**src/prefetch_fifo_pkg.sv**
```systemverilog
//////////////////////////////
// prefetch fifo package
// word and address widths, depth, capacity
// and the occupancy encoding of the
// prefetch state machine
//////////////////////////////

package prefetch_fifo_pkg;

  //////////////////////////////
  // sizes
  //////////////////////////////

  localparam int DATA_W   = 32;              // fifo word width
  localparam int ADDR_W   = 6;               // memory address width
  localparam int DEPTH    = 1 << ADDR_W;     // memory words
  localparam int LEVEL_W  = ADDR_W + 1;      // stored-word counter, holds 0..DEPTH

  // memory plus the two output registers once prefetch settles
  localparam int CAPACITY = DEPTH + 2;

  //////////////////////////////
  // occupancy of output side
  //////////////////////////////

  // words held in the output fifo plus reads still in flight
  typedef enum logic [1:0]
  {
    OCC_NONE = 2'd0,                         // nothing committed
    OCC_ONE  = 2'd1,                         // one word committed
    OCC_TWO  = 2'd2                          // output side full
  } occ_t;

endpackage

```
**src/fifo_sdpram.sv**
```systemverilog
//////////////////////////////
// fifo memory
// simple dual-port ram, one write port and
// one clock-enabled registered read port
//////////////////////////////

`timescale 1ns/1ps

module fifo_sdpram
(
  input  logic                                  rd_clk,   // single fifo clock
  input  logic                                  wr_en,    // accepted write
  input  logic [prefetch_fifo_pkg::ADDR_W-1:0]  wr_addr,  // write pointer
  input  logic [prefetch_fifo_pkg::DATA_W-1:0]  wr_data,  // word to store
  input  logic                                  rd_en,    // read clock enable
  input  logic [prefetch_fifo_pkg::ADDR_W-1:0]  rd_addr,  // read pointer
  output logic [prefetch_fifo_pkg::DATA_W-1:0]  rd_q      // registered read data
);

  //////////////////////////////
  // storage
  //////////////////////////////

  logic [prefetch_fifo_pkg::DATA_W-1:0] mem [prefetch_fifo_pkg::DEPTH]; // block ram array

  // write port
  always_ff @(posedge rd_clk)
  begin
    if (wr_en)
    begin
      mem[wr_addr] <= wr_data;               // lands at this edge
    end
  end

  // read port, word on rd_q one edge after rd_en
  always_ff @(posedge rd_clk)
  begin
    if (rd_en)
    begin
      rd_q <= mem[rd_addr];                  // holds when not enabled
    end
  end

  // read never hits the address being written, the counter
  // only lets a word out after it is stored

endmodule

```
**src/fifo_ptr_ctrl.sv**
```systemverilog
//////////////////////////////
// fifo pointer control
// write and read pointers, stored-word count,
// registered full and empty flags
//////////////////////////////

`timescale 1ns/1ps

module fifo_ptr_ctrl
(
  input  logic                                  rd_clk,   // fifo clock
  input  logic                                  rd_rst,   // async reset, active high
  input  logic                                  push,     // word written to memory
  input  logic                                  pop,      // word read from memory
  output logic [prefetch_fifo_pkg::ADDR_W-1:0]  wr_addr,  // memory write address
  output logic [prefetch_fifo_pkg::ADDR_W-1:0]  rd_addr,  // memory read address
  output logic                                  full,     // memory holds DEPTH words
  output logic                                  empty     // memory holds no word
);

  logic [prefetch_fifo_pkg::ADDR_W-1:0]  wr_ptr;       // next slot to write
  logic [prefetch_fifo_pkg::ADDR_W-1:0]  rd_ptr;       // next slot to read
  logic [prefetch_fifo_pkg::LEVEL_W-1:0] level;        // words stored
  logic [prefetch_fifo_pkg::LEVEL_W-1:0] level_nxt;    // count after this edge

  //////////////////////////////
  // pointers
  //////////////////////////////

  always_ff @(posedge rd_clk or posedge rd_rst)
  begin
    if (rd_rst)
    begin
      wr_ptr <= '0;
      rd_ptr <= '0;
    end
    else
    begin
      if (push)
        wr_ptr <= wr_ptr + 1'b1;             // wraps at DEPTH
      if (pop)
        rd_ptr <= rd_ptr + 1'b1;
    end
  end

  assign wr_addr = wr_ptr;
  assign rd_addr = rd_ptr;

  //////////////////////////////
  // level and flags
  //////////////////////////////

  always_comb
  begin
    case ({push, pop})
      2'b10:   level_nxt = level + 1'b1;     // push only
      2'b01:   level_nxt = level - 1'b1;     // pop only
      default: level_nxt = level;            // both or neither
    endcase
  end

  // flags registered from the next level, valid right after the edge
  always_ff @(posedge rd_clk or posedge rd_rst)
  begin
    if (rd_rst)
    begin
      level <= '0;
      full  <= 1'b0;
      empty <= 1'b1;
    end
    else
    begin
      level <= level_nxt;
      full  <= (level_nxt == prefetch_fifo_pkg::LEVEL_W'(prefetch_fifo_pkg::DEPTH));
      empty <= (level_nxt == '0);
    end
  end

  //////////////////////////////
  // checks
  //////////////////////////////

  // writer must respect wr_vld
  a_no_overflow : assert property (@(posedge rd_clk) disable iff (rd_rst)
    push |-> !full);

  // prefetch must respect empty
  a_no_underflow : assert property (@(posedge rd_clk) disable iff (rd_rst)
    pop |-> !empty);

endmodule

```
**src/prefetch_fsm.sv**
```systemverilog
//////////////////////////////
// prefetch state machine
// reads memory ahead of the reader so the
// output fifo stays loaded, tracks words
// committed to the output side
//////////////////////////////

`timescale 1ns/1ps

module prefetch_fsm
(
  input  logic rd_clk,                       // fifo clock
  input  logic rd_rst,                       // async reset, active high
  input  logic empty,                        // memory has no stored word
  input  logic pop,                          // reader took a word
  output logic mem_rd,                       // issue one memory read
  output logic land                          // mem_q valid this cycle
);

  prefetch_fifo_pkg::occ_t occ;              // committed words
  prefetch_fifo_pkg::occ_t occ_nxt;

  //////////////////////////////
  // read issue
  //////////////////////////////

  // room below two, or a slot freed by a pop this cycle
  assign mem_rd = !empty &&
                  ((occ != prefetch_fifo_pkg::OCC_TWO) || pop);

  //////////////////////////////
  // occupancy
  //////////////////////////////

  always_comb
  begin
    occ_nxt = occ;                           // hold on both or neither
    case ({mem_rd, pop})
      2'b10:
      begin
        case (occ)                           // read alone, one more committed
          prefetch_fifo_pkg::OCC_NONE: occ_nxt = prefetch_fifo_pkg::OCC_ONE;
          prefetch_fifo_pkg::OCC_ONE:  occ_nxt = prefetch_fifo_pkg::OCC_TWO;
          default:                     occ_nxt = occ;
        endcase
      end
      2'b01:
      begin
        case (occ)                           // pop alone, one slot freed
          prefetch_fifo_pkg::OCC_TWO:  occ_nxt = prefetch_fifo_pkg::OCC_ONE;
          prefetch_fifo_pkg::OCC_ONE:  occ_nxt = prefetch_fifo_pkg::OCC_NONE;
          default:                     occ_nxt = occ;
        endcase
      end
      default: occ_nxt = occ;
    endcase
  end

  always_ff @(posedge rd_clk or posedge rd_rst)
  begin
    if (rd_rst)
    begin
      occ  <= prefetch_fifo_pkg::OCC_NONE;
      land <= 1'b0;
    end
    else
    begin
      occ  <= occ_nxt;
      land <= mem_rd;                        // ram read latency of one
    end
  end

  //////////////////////////////
  // checks
  //////////////////////////////

  // output fifo shows a word only when one was committed
  a_no_pop_none : assert property (@(posedge rd_clk) disable iff (rd_rst)
    pop |-> (occ != prefetch_fifo_pkg::OCC_NONE));

endmodule

```
**src/out_reg_fifo.sv**
```systemverilog
//////////////////////////////
// output register fifo
// two registered entries in front of the
// memory, drives rd_data and rd_vld
//////////////////////////////

`timescale 1ns/1ps

module out_reg_fifo
(
  input  logic                                  rd_clk,   // fifo clock
  input  logic                                  rd_rst,   // async reset, active high
  input  logic                                  land,     // din holds a valid word
  input  logic [prefetch_fifo_pkg::DATA_W-1:0]  din,      // memory read data
  input  logic                                  rd_en,    // reader wants a word
  output logic                                  pop,      // word taken this cycle
  output logic [prefetch_fifo_pkg::DATA_W-1:0]  rd_data,  // oldest word
  output logic                                  rd_vld    // a word is waiting
);

  logic [prefetch_fifo_pkg::DATA_W-1:0] entry [2];  // payload, no reset
  logic                                 head;       // oldest entry
  logic [1:0]                           count;      // words held, 0..2
  logic                                 tail;       // slot for next landing word

  assign pop     = rd_en && rd_vld;
  assign rd_vld  = (count != 2'd0);
  assign rd_data = entry[head];

  // count of two lands only with a pop, so tail reuses the freed head
  assign tail    = head ^ count[0];

  //////////////////////////////
  // data
  //////////////////////////////

  always_ff @(posedge rd_clk)
  begin
    if (land)
    begin
      entry[tail] <= din;                    // head slot untouched while held
    end
  end

  //////////////////////////////
  // head and count
  //////////////////////////////

  always_ff @(posedge rd_clk or posedge rd_rst)
  begin
    if (rd_rst)
    begin
      head  <= 1'b0;
      count <= 2'd0;
    end
    else
    begin
      if (pop)
        head <= ~head;                       // next entry becomes oldest
      case ({land, pop})
        2'b10:   count <= count + 2'd1;
        2'b01:   count <= count - 2'd1;
        default: count <= count;             // land and pop cancel
      endcase
    end
  end

  // fsm caps committed words at OCC_TWO, so a full buffer never takes a word
  a_no_land_full : assert property (@(posedge rd_clk) disable iff (rd_rst)
    land |-> ((count != 2'(prefetch_fifo_pkg::OCC_TWO)) || pop));

endmodule

```
**src/prefetch_fifo.sv**
```systemverilog
//////////////////////////////
// prefetch fifo top
// first-word-fall-through fifo, memory plus
// prefetch into a two-entry output fifo
//////////////////////////////

`timescale 1ns/1ps

module prefetch_fifo
(
  input  logic                                  rd_clk,   // fifo clock
  input  logic                                  rd_rst,   // async reset, active high
  input  logic [prefetch_fifo_pkg::DATA_W-1:0]  wr_data,  // write word
  input  logic                                  wr_en,    // write request
  output logic                                  wr_vld,   // fifo can take a word
  output logic [prefetch_fifo_pkg::DATA_W-1:0]  rd_data,  // oldest word
  input  logic                                  rd_en,    // read request
  output logic                                  rd_vld    // rd_data is valid
);

  logic [prefetch_fifo_pkg::ADDR_W-1:0] wr_addr;  // memory write pointer
  logic [prefetch_fifo_pkg::ADDR_W-1:0] rd_addr;  // memory read pointer
  logic [prefetch_fifo_pkg::DATA_W-1:0] mem_q;    // registered ram output
  logic                                 full;
  logic                                 empty;
  logic                                 wr_push;  // accepted write
  logic                                 mem_rd;   // prefetch read
  logic                                 land;     // mem_q valid
  logic                                 pop;      // reader took a word

  //////////////////////////////
  // write side
  //////////////////////////////

  assign wr_vld  = ~full;
  assign wr_push = wr_en & wr_vld;           // writes while full are dropped

  fifo_sdpram fifo_sdpram_inst
  (
    .rd_clk  (rd_clk),
    .wr_en   (wr_push),
    .wr_addr (wr_addr),
    .wr_data (wr_data),
    .rd_en   (mem_rd),
    .rd_addr (rd_addr),
    .rd_q    (mem_q)
  );

  fifo_ptr_ctrl fifo_ptr_ctrl_inst
  (
    .rd_clk  (rd_clk),
    .rd_rst  (rd_rst),
    .push    (wr_push),
    .pop     (mem_rd),                       // prefetch drains the memory
    .wr_addr (wr_addr),
    .rd_addr (rd_addr),
    .full    (full),
    .empty   (empty)
  );

  //////////////////////////////
  // read side
  //////////////////////////////

  prefetch_fsm prefetch_fsm_inst
  (
    .rd_clk  (rd_clk),
    .rd_rst  (rd_rst),
    .empty   (empty),
    .pop     (pop),
    .mem_rd  (mem_rd),
    .land    (land)
  );

  out_reg_fifo out_reg_fifo_inst
  (
    .rd_clk  (rd_clk),
    .rd_rst  (rd_rst),
    .land    (land),
    .din     (mem_q),
    .rd_en   (rd_en),
    .pop     (pop),
    .rd_data (rd_data),
    .rd_vld  (rd_vld)
  );

endmodule

```
**config.mk**
```make
export PLATFORM = sky130hd
export DESIGN_NAME = prefetch_fifo
export DESIGN_NICKNAME = d
export VERILOG_FILES = /design/src/prefetch_fifo_pkg.sv /design/src/fifo_sdpram.sv /design/src/fifo_ptr_ctrl.sv /design/src/prefetch_fsm.sv /design/src/out_reg_fifo.sv /design/src/prefetch_fifo.sv
export SDC_FILE = /design/constraint.sdc
export NUM_CORES = 2
export LEC_CHECK = 0
export ABC_AREA = 1
export BUFFER_PORTS_ARGS = -buffer_cell sky130_fd_sc_hd__buf_2
export CORE_MARGIN = 1.5
export CORE_UTILIZATION = 40
export DETAILED_ROUTE_END_ITERATION = 6
export SLEW_MARGIN = 30
export SYNTH_ARGS = -nofsm -noshare
export SYNTH_HDL_FRONTEND = slang
export SYNTH_SLANG_ARGS = --single-unit
```
**constraint.sdc**
```tcl
create_clock -name rd_clk -period 7.5 [get_ports rd_clk]
set_clock_uncertainty 0.15 [all_clocks]
set_input_delay 1.5 -clock rd_clk [delete_from_list [all_inputs] [get_ports rd_clk]]
set_output_delay 1.5 -clock rd_clk [all_outputs]
set_load 0.05 [all_outputs]
```
After elaboration in Yosys (flattened, before gate mapping)
Memory sizes are Yosys's and may differ from the RTL's. A register that Yosys moved wholly into a read port is not among the register bits.
Index checks and enable logic that the tools add are counted.

cells by class
  add/sub/neg operators = 6
  multipliers = 0
  div/mod/pow operators = 0
  order comparisons = 0
  equal/unequal tests = 12
  shift-type cells = 0
  muxes and demuxes = 9
  bitwise logic cells = 4
  reduce and logical (&&, ||, !) cells = 10

operators with widths
  kind                 number
  $pmux 2 s2           4
  $pmux 7 s2           1
  $add 6x1->6 const B  2
  $eq 2x1->1 const B   4
  $eq 2x2->1 const B   4
  $add 7x1->7 const B  1
  $eq 7x7->1 const B   1
  $logic_not 7->1      1
  $sub 7x1->7 const B  1
  $reduce_bool 2->1    3
  $mux 1               4
  $ne 3x1->1 const B   1
  $ne 3x2->1 const B   1
  $reduce_and 3->1     1
  $add 2x1->2 const B  1
  $logic_and 1x1->1    2
  $logic_not 2->1      1
  $ne 2x2->1 const B   1
  $not 1->1            2
  $sub 2x1->2 const B  1
  $and 1x1->1          1
  $logic_not 1->1      1
  $logic_or 1x1->1     1
  $xor 1x1->1          1

storage, ports and cells
  bits in registers = 27
  latch bits = 0
  bits in writable memories = 2112
  bits in read-only memories = 0
  input port bits = 36
  output and inout bits = 34
  word-level logic and storage cells = 52
  memories kept = 2

memories
  name                     words  bits a word  read ports  clocked after memory_dff  wr ports  RTL line            RTL
  fifo_sdpram_inst.mem     64     32           1           1                         1         fifo_sdpram.sv:24   logic [prefetch_fifo_pkg::DATA_W-1:0] mem [prefetch_fifo_pkg::DEPTH];
  out_reg_fifo_inst.entry  2      32           1           0                         1         out_reg_fifo.sv:21  logic [prefetch_fifo_pkg::DATA_W-1:0] entry [2];

Longest topological paths before layout
  word-level depth = 7
  gate-level depth with buffers = 18
  depth with buffers taken out = 18

By module
From an unflattened synthesis, not the netlist that was laid out.

unflattened totals
  cells, all modules = 7153
  area total of the unflattened synthesis = 87108.5 µm²

by module, submodules not included
  module         times used  cells an instance  area an instance (µm²)  sequential area each (µm²)
  fifo_sdpram    1           6769               83058.4                 62459.9
  out_reg_fifo   1           193                2566.2                  1996.9
  fifo_ptr_ctrl  1           160                1258.7                  526.8
  prefetch_fsm   1           28                 211.5                   75.1
  prefetch_fifo  1           3                  13.8                    0.0

Least setup slack after synthesis
OpenSTA, ideal clock, no wires.

  kind = input -> register
  from = input wr_en
  to = memory fifo_sdpram_inst.mem[15][0] (netlist bit), enable pin
  library setup time = 0.461 ns
  arrival = 4.004 ns
  data required time = 6.889 ns
  path slack = 2.885 ns
  stages on the path = 3
  buffers on the path = 1
  cell sequence = nand2_2 buf_2 nor3_1

on the way
  cells in the longest elaborated chain, start to end = 3

RTL lines
  what                          RTL line             RTL
  from (decl)                   prefetch_fifo.sv:14  input logic wr_en,
  $and 1x1->1                   prefetch_fifo.sv:36  assign wr_push = wr_en & wr_vld;
  $mux 1                        fifo_sdpram.sv:29    if (wr_en)
  $mux 1 (implied by the code)  fifo_sdpram.sv:31    mem[wr_addr] <= wr_data;
  to (decl)                     fifo_sdpram.sv:24

Every way passes these cells.

==> results list <==
- After synthesis, the netlist uses 40 different library cells.
- Adder-Cell Fraction of Synth Area: 0.0743%
- Once the floorplan was initialized, standard cells occupied 40.2% of the core.
- Synthesis inferred 2171 register bits.
- The smallest clock period supported by the final layout is computed as 4.18 ns.
- Number of enable-type register cells in the synthesized netlist: 2144
- For flop-to-flop paths, the worst setup slack is 3.32 ns.
- For this block, the initial DRC count from the detailed router was 6702.
* Worst IR Drop VDD: 0.576 mV
- Leftover overflow at the end of global routing: 0
- Clock slew seen by the registers of the worst setup and hold paths: 0.06 ns
- Core area: 209000 um^2
- DRC violation count after routing: 1
- The clock drives 2171 sinks.
* Synthesized-area fraction occupied by and/or/nand/nor cells: 8.28%
* Post-Synthesis Cells: 6109
* Initial antenna violation count: 9
* Failing checks: DRC
- Ordered cell list for the critical path: buf_4 -> buf_4 -> o21ai_0 -> o221ai_1 -> nand3_1 -> a31oi_1 -> a22o_1
- CTS tree: built
- Syn_area_per_cell: 13.8 um^2
- Final layout net count: 6140
* Fraction of synthesized cell area in xor and xnor cells: 0.165%
* Worst Path Class, Setup: flip-flop to flip-flop
- Based on the critical path, the design can be clocked at up to 239 MHz.
- The worst setup path is launched from a flip-flop.
- Area leader, netlist: sky130_fd_sc_hd__edfxtp_1
- The worst hold path was traced through 0 stages.
* Per-cell routed wire length: 25.3 um
* Most used standard cell by instance count after synthesis: sky130_fd_sc_hd__edfxtp_1
* RR Endpoint: fifo_sdpram_inst.rd_q[29]$_DFFE_PP_
- Hold Startpoint: fifo_sdpram_inst.rd_q[28]$_DFFE_PP_
- Static power due to leakage: 29.7 nW
* Unrepaired setup endpoints after global routing: no
- Share of the yosys chip area belonging to registers: 77.2%
* Data required, critical path: 8.06 ns
- For the worst setup path, the data arrival time is 4.74 ns.
- On the worst path, the slowest cell contributes a delay of 0.89 ns.
- Io pins: 70
- Number of hold-repair buffers added at the cts stage: 0
- In the synthesized netlist, mux cells make up 0% of the area.
- Along the worst path, the maximum fanout reaches 81.
- Remaining antenna violation count: 0
* Aggregate global-route resource usage: 21.2%
* Maximum clock path buffer count: 3
- Area of the die: 213000 um^2
- Depth of the worst register-to-register path: 7
- The wire-length estimate of the detail-placed layout is 125 mm.
- The run finished, with violations left.
* Setup tns final: 0 ns
- Max Slew Vio Count: 0
- Measured against its own limit, the worst slew margin works out to 27.8%.
- Worst Hold Class: flip-flop to flip-flop
- Actual slew at the worst max-slew pin: 1.08 ns
* First-pass GRT wire length: 335 mm
- Port buffering added 69 buffers.
- Vias: 52.3k
- The die is 462 um tall.
* Fraction of the cycle the final worst path needs: 55.7%
- Yosys top cell area share: 76.4%
- Setup violations remaining at the end of the flow were counted as 0.
- Post-synthesis compound-gate area fraction: 11.8%
- In this run the post-CTS setup repair buffer count came out at 0.
- Post-CTS repair changed the size of 0 cells.
* Pwr dens: 394 nW/um^2
* Die boundary width: 462 um
- Among all flip-flop cells after synthesis, the most frequent one is sky130_fd_sc_hd__edfxtp_1.
- The filler cells instantiated in the layout total 18.4k.
- Number of vias per cell after detailed routing: 5.76
- Largest net degree at the start of global routing: 173
* End of the worst hold path: out_reg_fifo_inst.entry[1][28]$_DFFE_PP_
- Root cell of the clock tree: sky130_fd_sc_hd__clkbuf_16
- The clock tree synthesis step divided the H-tree into 4 levels.
- The commonest cells after synthesis are 2144 x sky130_fd_sc_hd__edfxtp_1, 1101 x sky130_fd_sc_hd__nor2_1, 988 x sky130_fd_sc_hd__o21ai_0.
* Final hold violations: 0
- The worst register-to-register path begins at fifo_ptr_ctrl_inst.rd_addr[0]$_DFFE_PP0P_.
- Across the run, the number of max-cap violations was 0.
- Yosys attributes the largest share of cell area to sky130_fd_sc_hd__edfxtp_1 76%, sky130_fd_sc_hd__o21ai_0 5.9%, sky130_fd_sc_hd__nor2_1 4.9%, sky130_fd_sc_hd__o22ai_1 2.3%, sky130_fd_sc_hd__o221ai_1 2.1%.
- Fraction of layout cells with a size suffix above 1: 9.69%
- On the critical path, the stage with the largest delay is an instance of sky130_fd_sc_hd__dfrtp_4.
- Post-synthesis instance area: 84200 um^2
- Counting stages on the worst path, the most repeated cell is sky130_fd_sc_hd__buf_4.
- Row cnt: 168
* Routability congestion estimate: 0.869
- Clock tree synthesis inserted a total of 209 buffers.
- Main combinational cell family by area after synthesis: compound AO/OA/AOI/OAI gates
- The number of nets in the synthesized netlist is 6150.
- Routed Wire Length: 229 mm
* Post-synthesis async set-or-reset flop share: 1.24%
- For the worst-skew pair, the clock arrives at the later sink with an insertion delay of 0.86 ns.
* Total power after layout: 0.0374 W
- Post-synthesis to final-layout area growth: 12.7%
* Vias in the first global route: 49.6k
* First-pass DRT Iterations: 7
- Yosys printed 0 warnings.
* Critical path endpoint category: flip-flop
==> kinds of logic (layout without fill, tap and decap cells) <==
| group | count (synthesis) | count (layout) |
|---|---|---|
| and+or+nand+nor | 1719 | 1719 |
| buffers and inverters | 484 | 637 |
| xor gates and xnor gates | 15 | 15 |
| other | 0 | 4 |
| AOI/OAI and AO/OA | 1715 | 1715 |
| DFF | 2171 | 2171 |
| adders and majority gates | 5 | 5 |
==> stage by stage <==
stage               area, um^2  instances  utilization (%)  worst slack, ns  hold slack [ns]
CTS                      94900       9065             45.3             2.72            0.313
global placement         87900       8673             42.0             2.72            0.294
finish                   94900       9071             45.3             3.32            0.305
detailed placement       88400       8691             42.2             2.86            0.300
floorplan                84200       6109                -             2.89            0.271
global route             94900       9067             45.3             3.11            0.321
==> worst max-delay path: cells and delay by family, from the launching register on <==
kind	cells	cell delay (ns)
AO/OA/AOI/OAI	4	1.49
buffers and inverters	2	1.26
flip-flops	1	0.89
AND/OR/NAND/NOR	1	0.10
==> report_power, final <==
part / switching [W] / internal, W
logic: 0.00934 / 0.00312
registers: 0.000543 / 0.0144
clock network: 0.00451 / 0.00557
==> sequential cells by signal (all words and copies together), names as in the netlist <==
name and count:
prefetch_fsm_inst.land 1, out_reg_fifo_inst.head 1, fifo_ptr_ctrl_inst.full 1, fifo_ptr_ctrl_inst.empty 1, prefetch_fsm_inst.occ 2, out_reg_fifo_inst.count 2, fifo_ptr_ctrl_inst.level 7, fifo_sdpram_inst.mem 2048
out_reg_fifo_inst.entry 64, fifo_ptr_ctrl_inst.rd_addr 6, fifo_ptr_ctrl_inst.wr_addr 6, fifo_sdpram_inst.rd_q 32
==> layout make-up <==
cell class	instances	area, um^2	share of cell area [%]
sequential	2171	65100	68.6
multi-input combinational	3454	17600	18.6
clock buffer	271	5520	5.81
tap	2805	3510	3.70
timing repair buffer	220	2030	2.14
clock inverter	103	931	0.981
inverter	43	209	0.220
antenna	4	10.0	0.0105
==> placed cells by master, fill, tap and decap left out, types with 55 or more instances in the layout <==
cell,n
sky130_fd_sc_hd__nor2_1,1036
sky130_fd_sc_hd__o211ai_1,55
sky130_fd_sc_hd__buf_2,65
sky130_fd_sc_hd__buf_4,123
sky130_fd_sc_hd__nand2_1,329
sky130_fd_sc_hd__o21ai_0,988
sky130_fd_sc_hd__clkbuf_1,59
sky130_fd_sc_hd__nand3_1,202
sky130_fd_sc_hd__edfxtp_1,2144
sky130_fd_sc_hd__nor2_4,67
sky130_fd_sc_hd__clkbuf_16,211
sky130_fd_sc_hd__o221ai_1,201
sky130_fd_sc_hd__o22ai_1,312
sky130_fd_sc_hd__a21oi_1,83
==> per-layer routing <==
| layer | global-route usage [%] | vias to the layer above | share of wire, % |
|---|---|---|---|
| met5 | 0 | - | 0.027 |
| met4 | 5.55 | 8 | 2.3 |
| met3 | 4.53 | 348 | 9.5 |
| met2 | 32.9 | 2352 | 46 |
| met1 | 30.4 | 26500 | 42 |
| li1 | - | 23100 | - |
==> worst max-delay path by stage <==
stage	from	endpoint	cells after the start
6_report	fifo_ptr_ctrl_inst.rd_addr[0]$_DFFE_PP0P_	fifo_sdpram_inst.rd_q[29]$_DFFE_PP_	7
5_1_grt	fifo_ptr_ctrl_inst.rd_addr[0]$_DFFE_PP0P_	fifo_sdpram_inst.rd_q[5]$_DFFE_PP_	8
4_1_cts	out_reg_fifo_inst.head$_DFFE_PP0N_	rd_data[19]	5
3_5_place_dp	wr_en	fifo_sdpram_inst.mem[36][17]$_DFFE_PP_	6
3_3_place_gp	wr_en	fifo_sdpram_inst.mem[38][17]$_DFFE_PP_	6
2_1_floorplan	wr_en	fifo_sdpram_inst.mem[15][0]$_DFFE_PP_	3
Power figures use the tool's default switching activity.
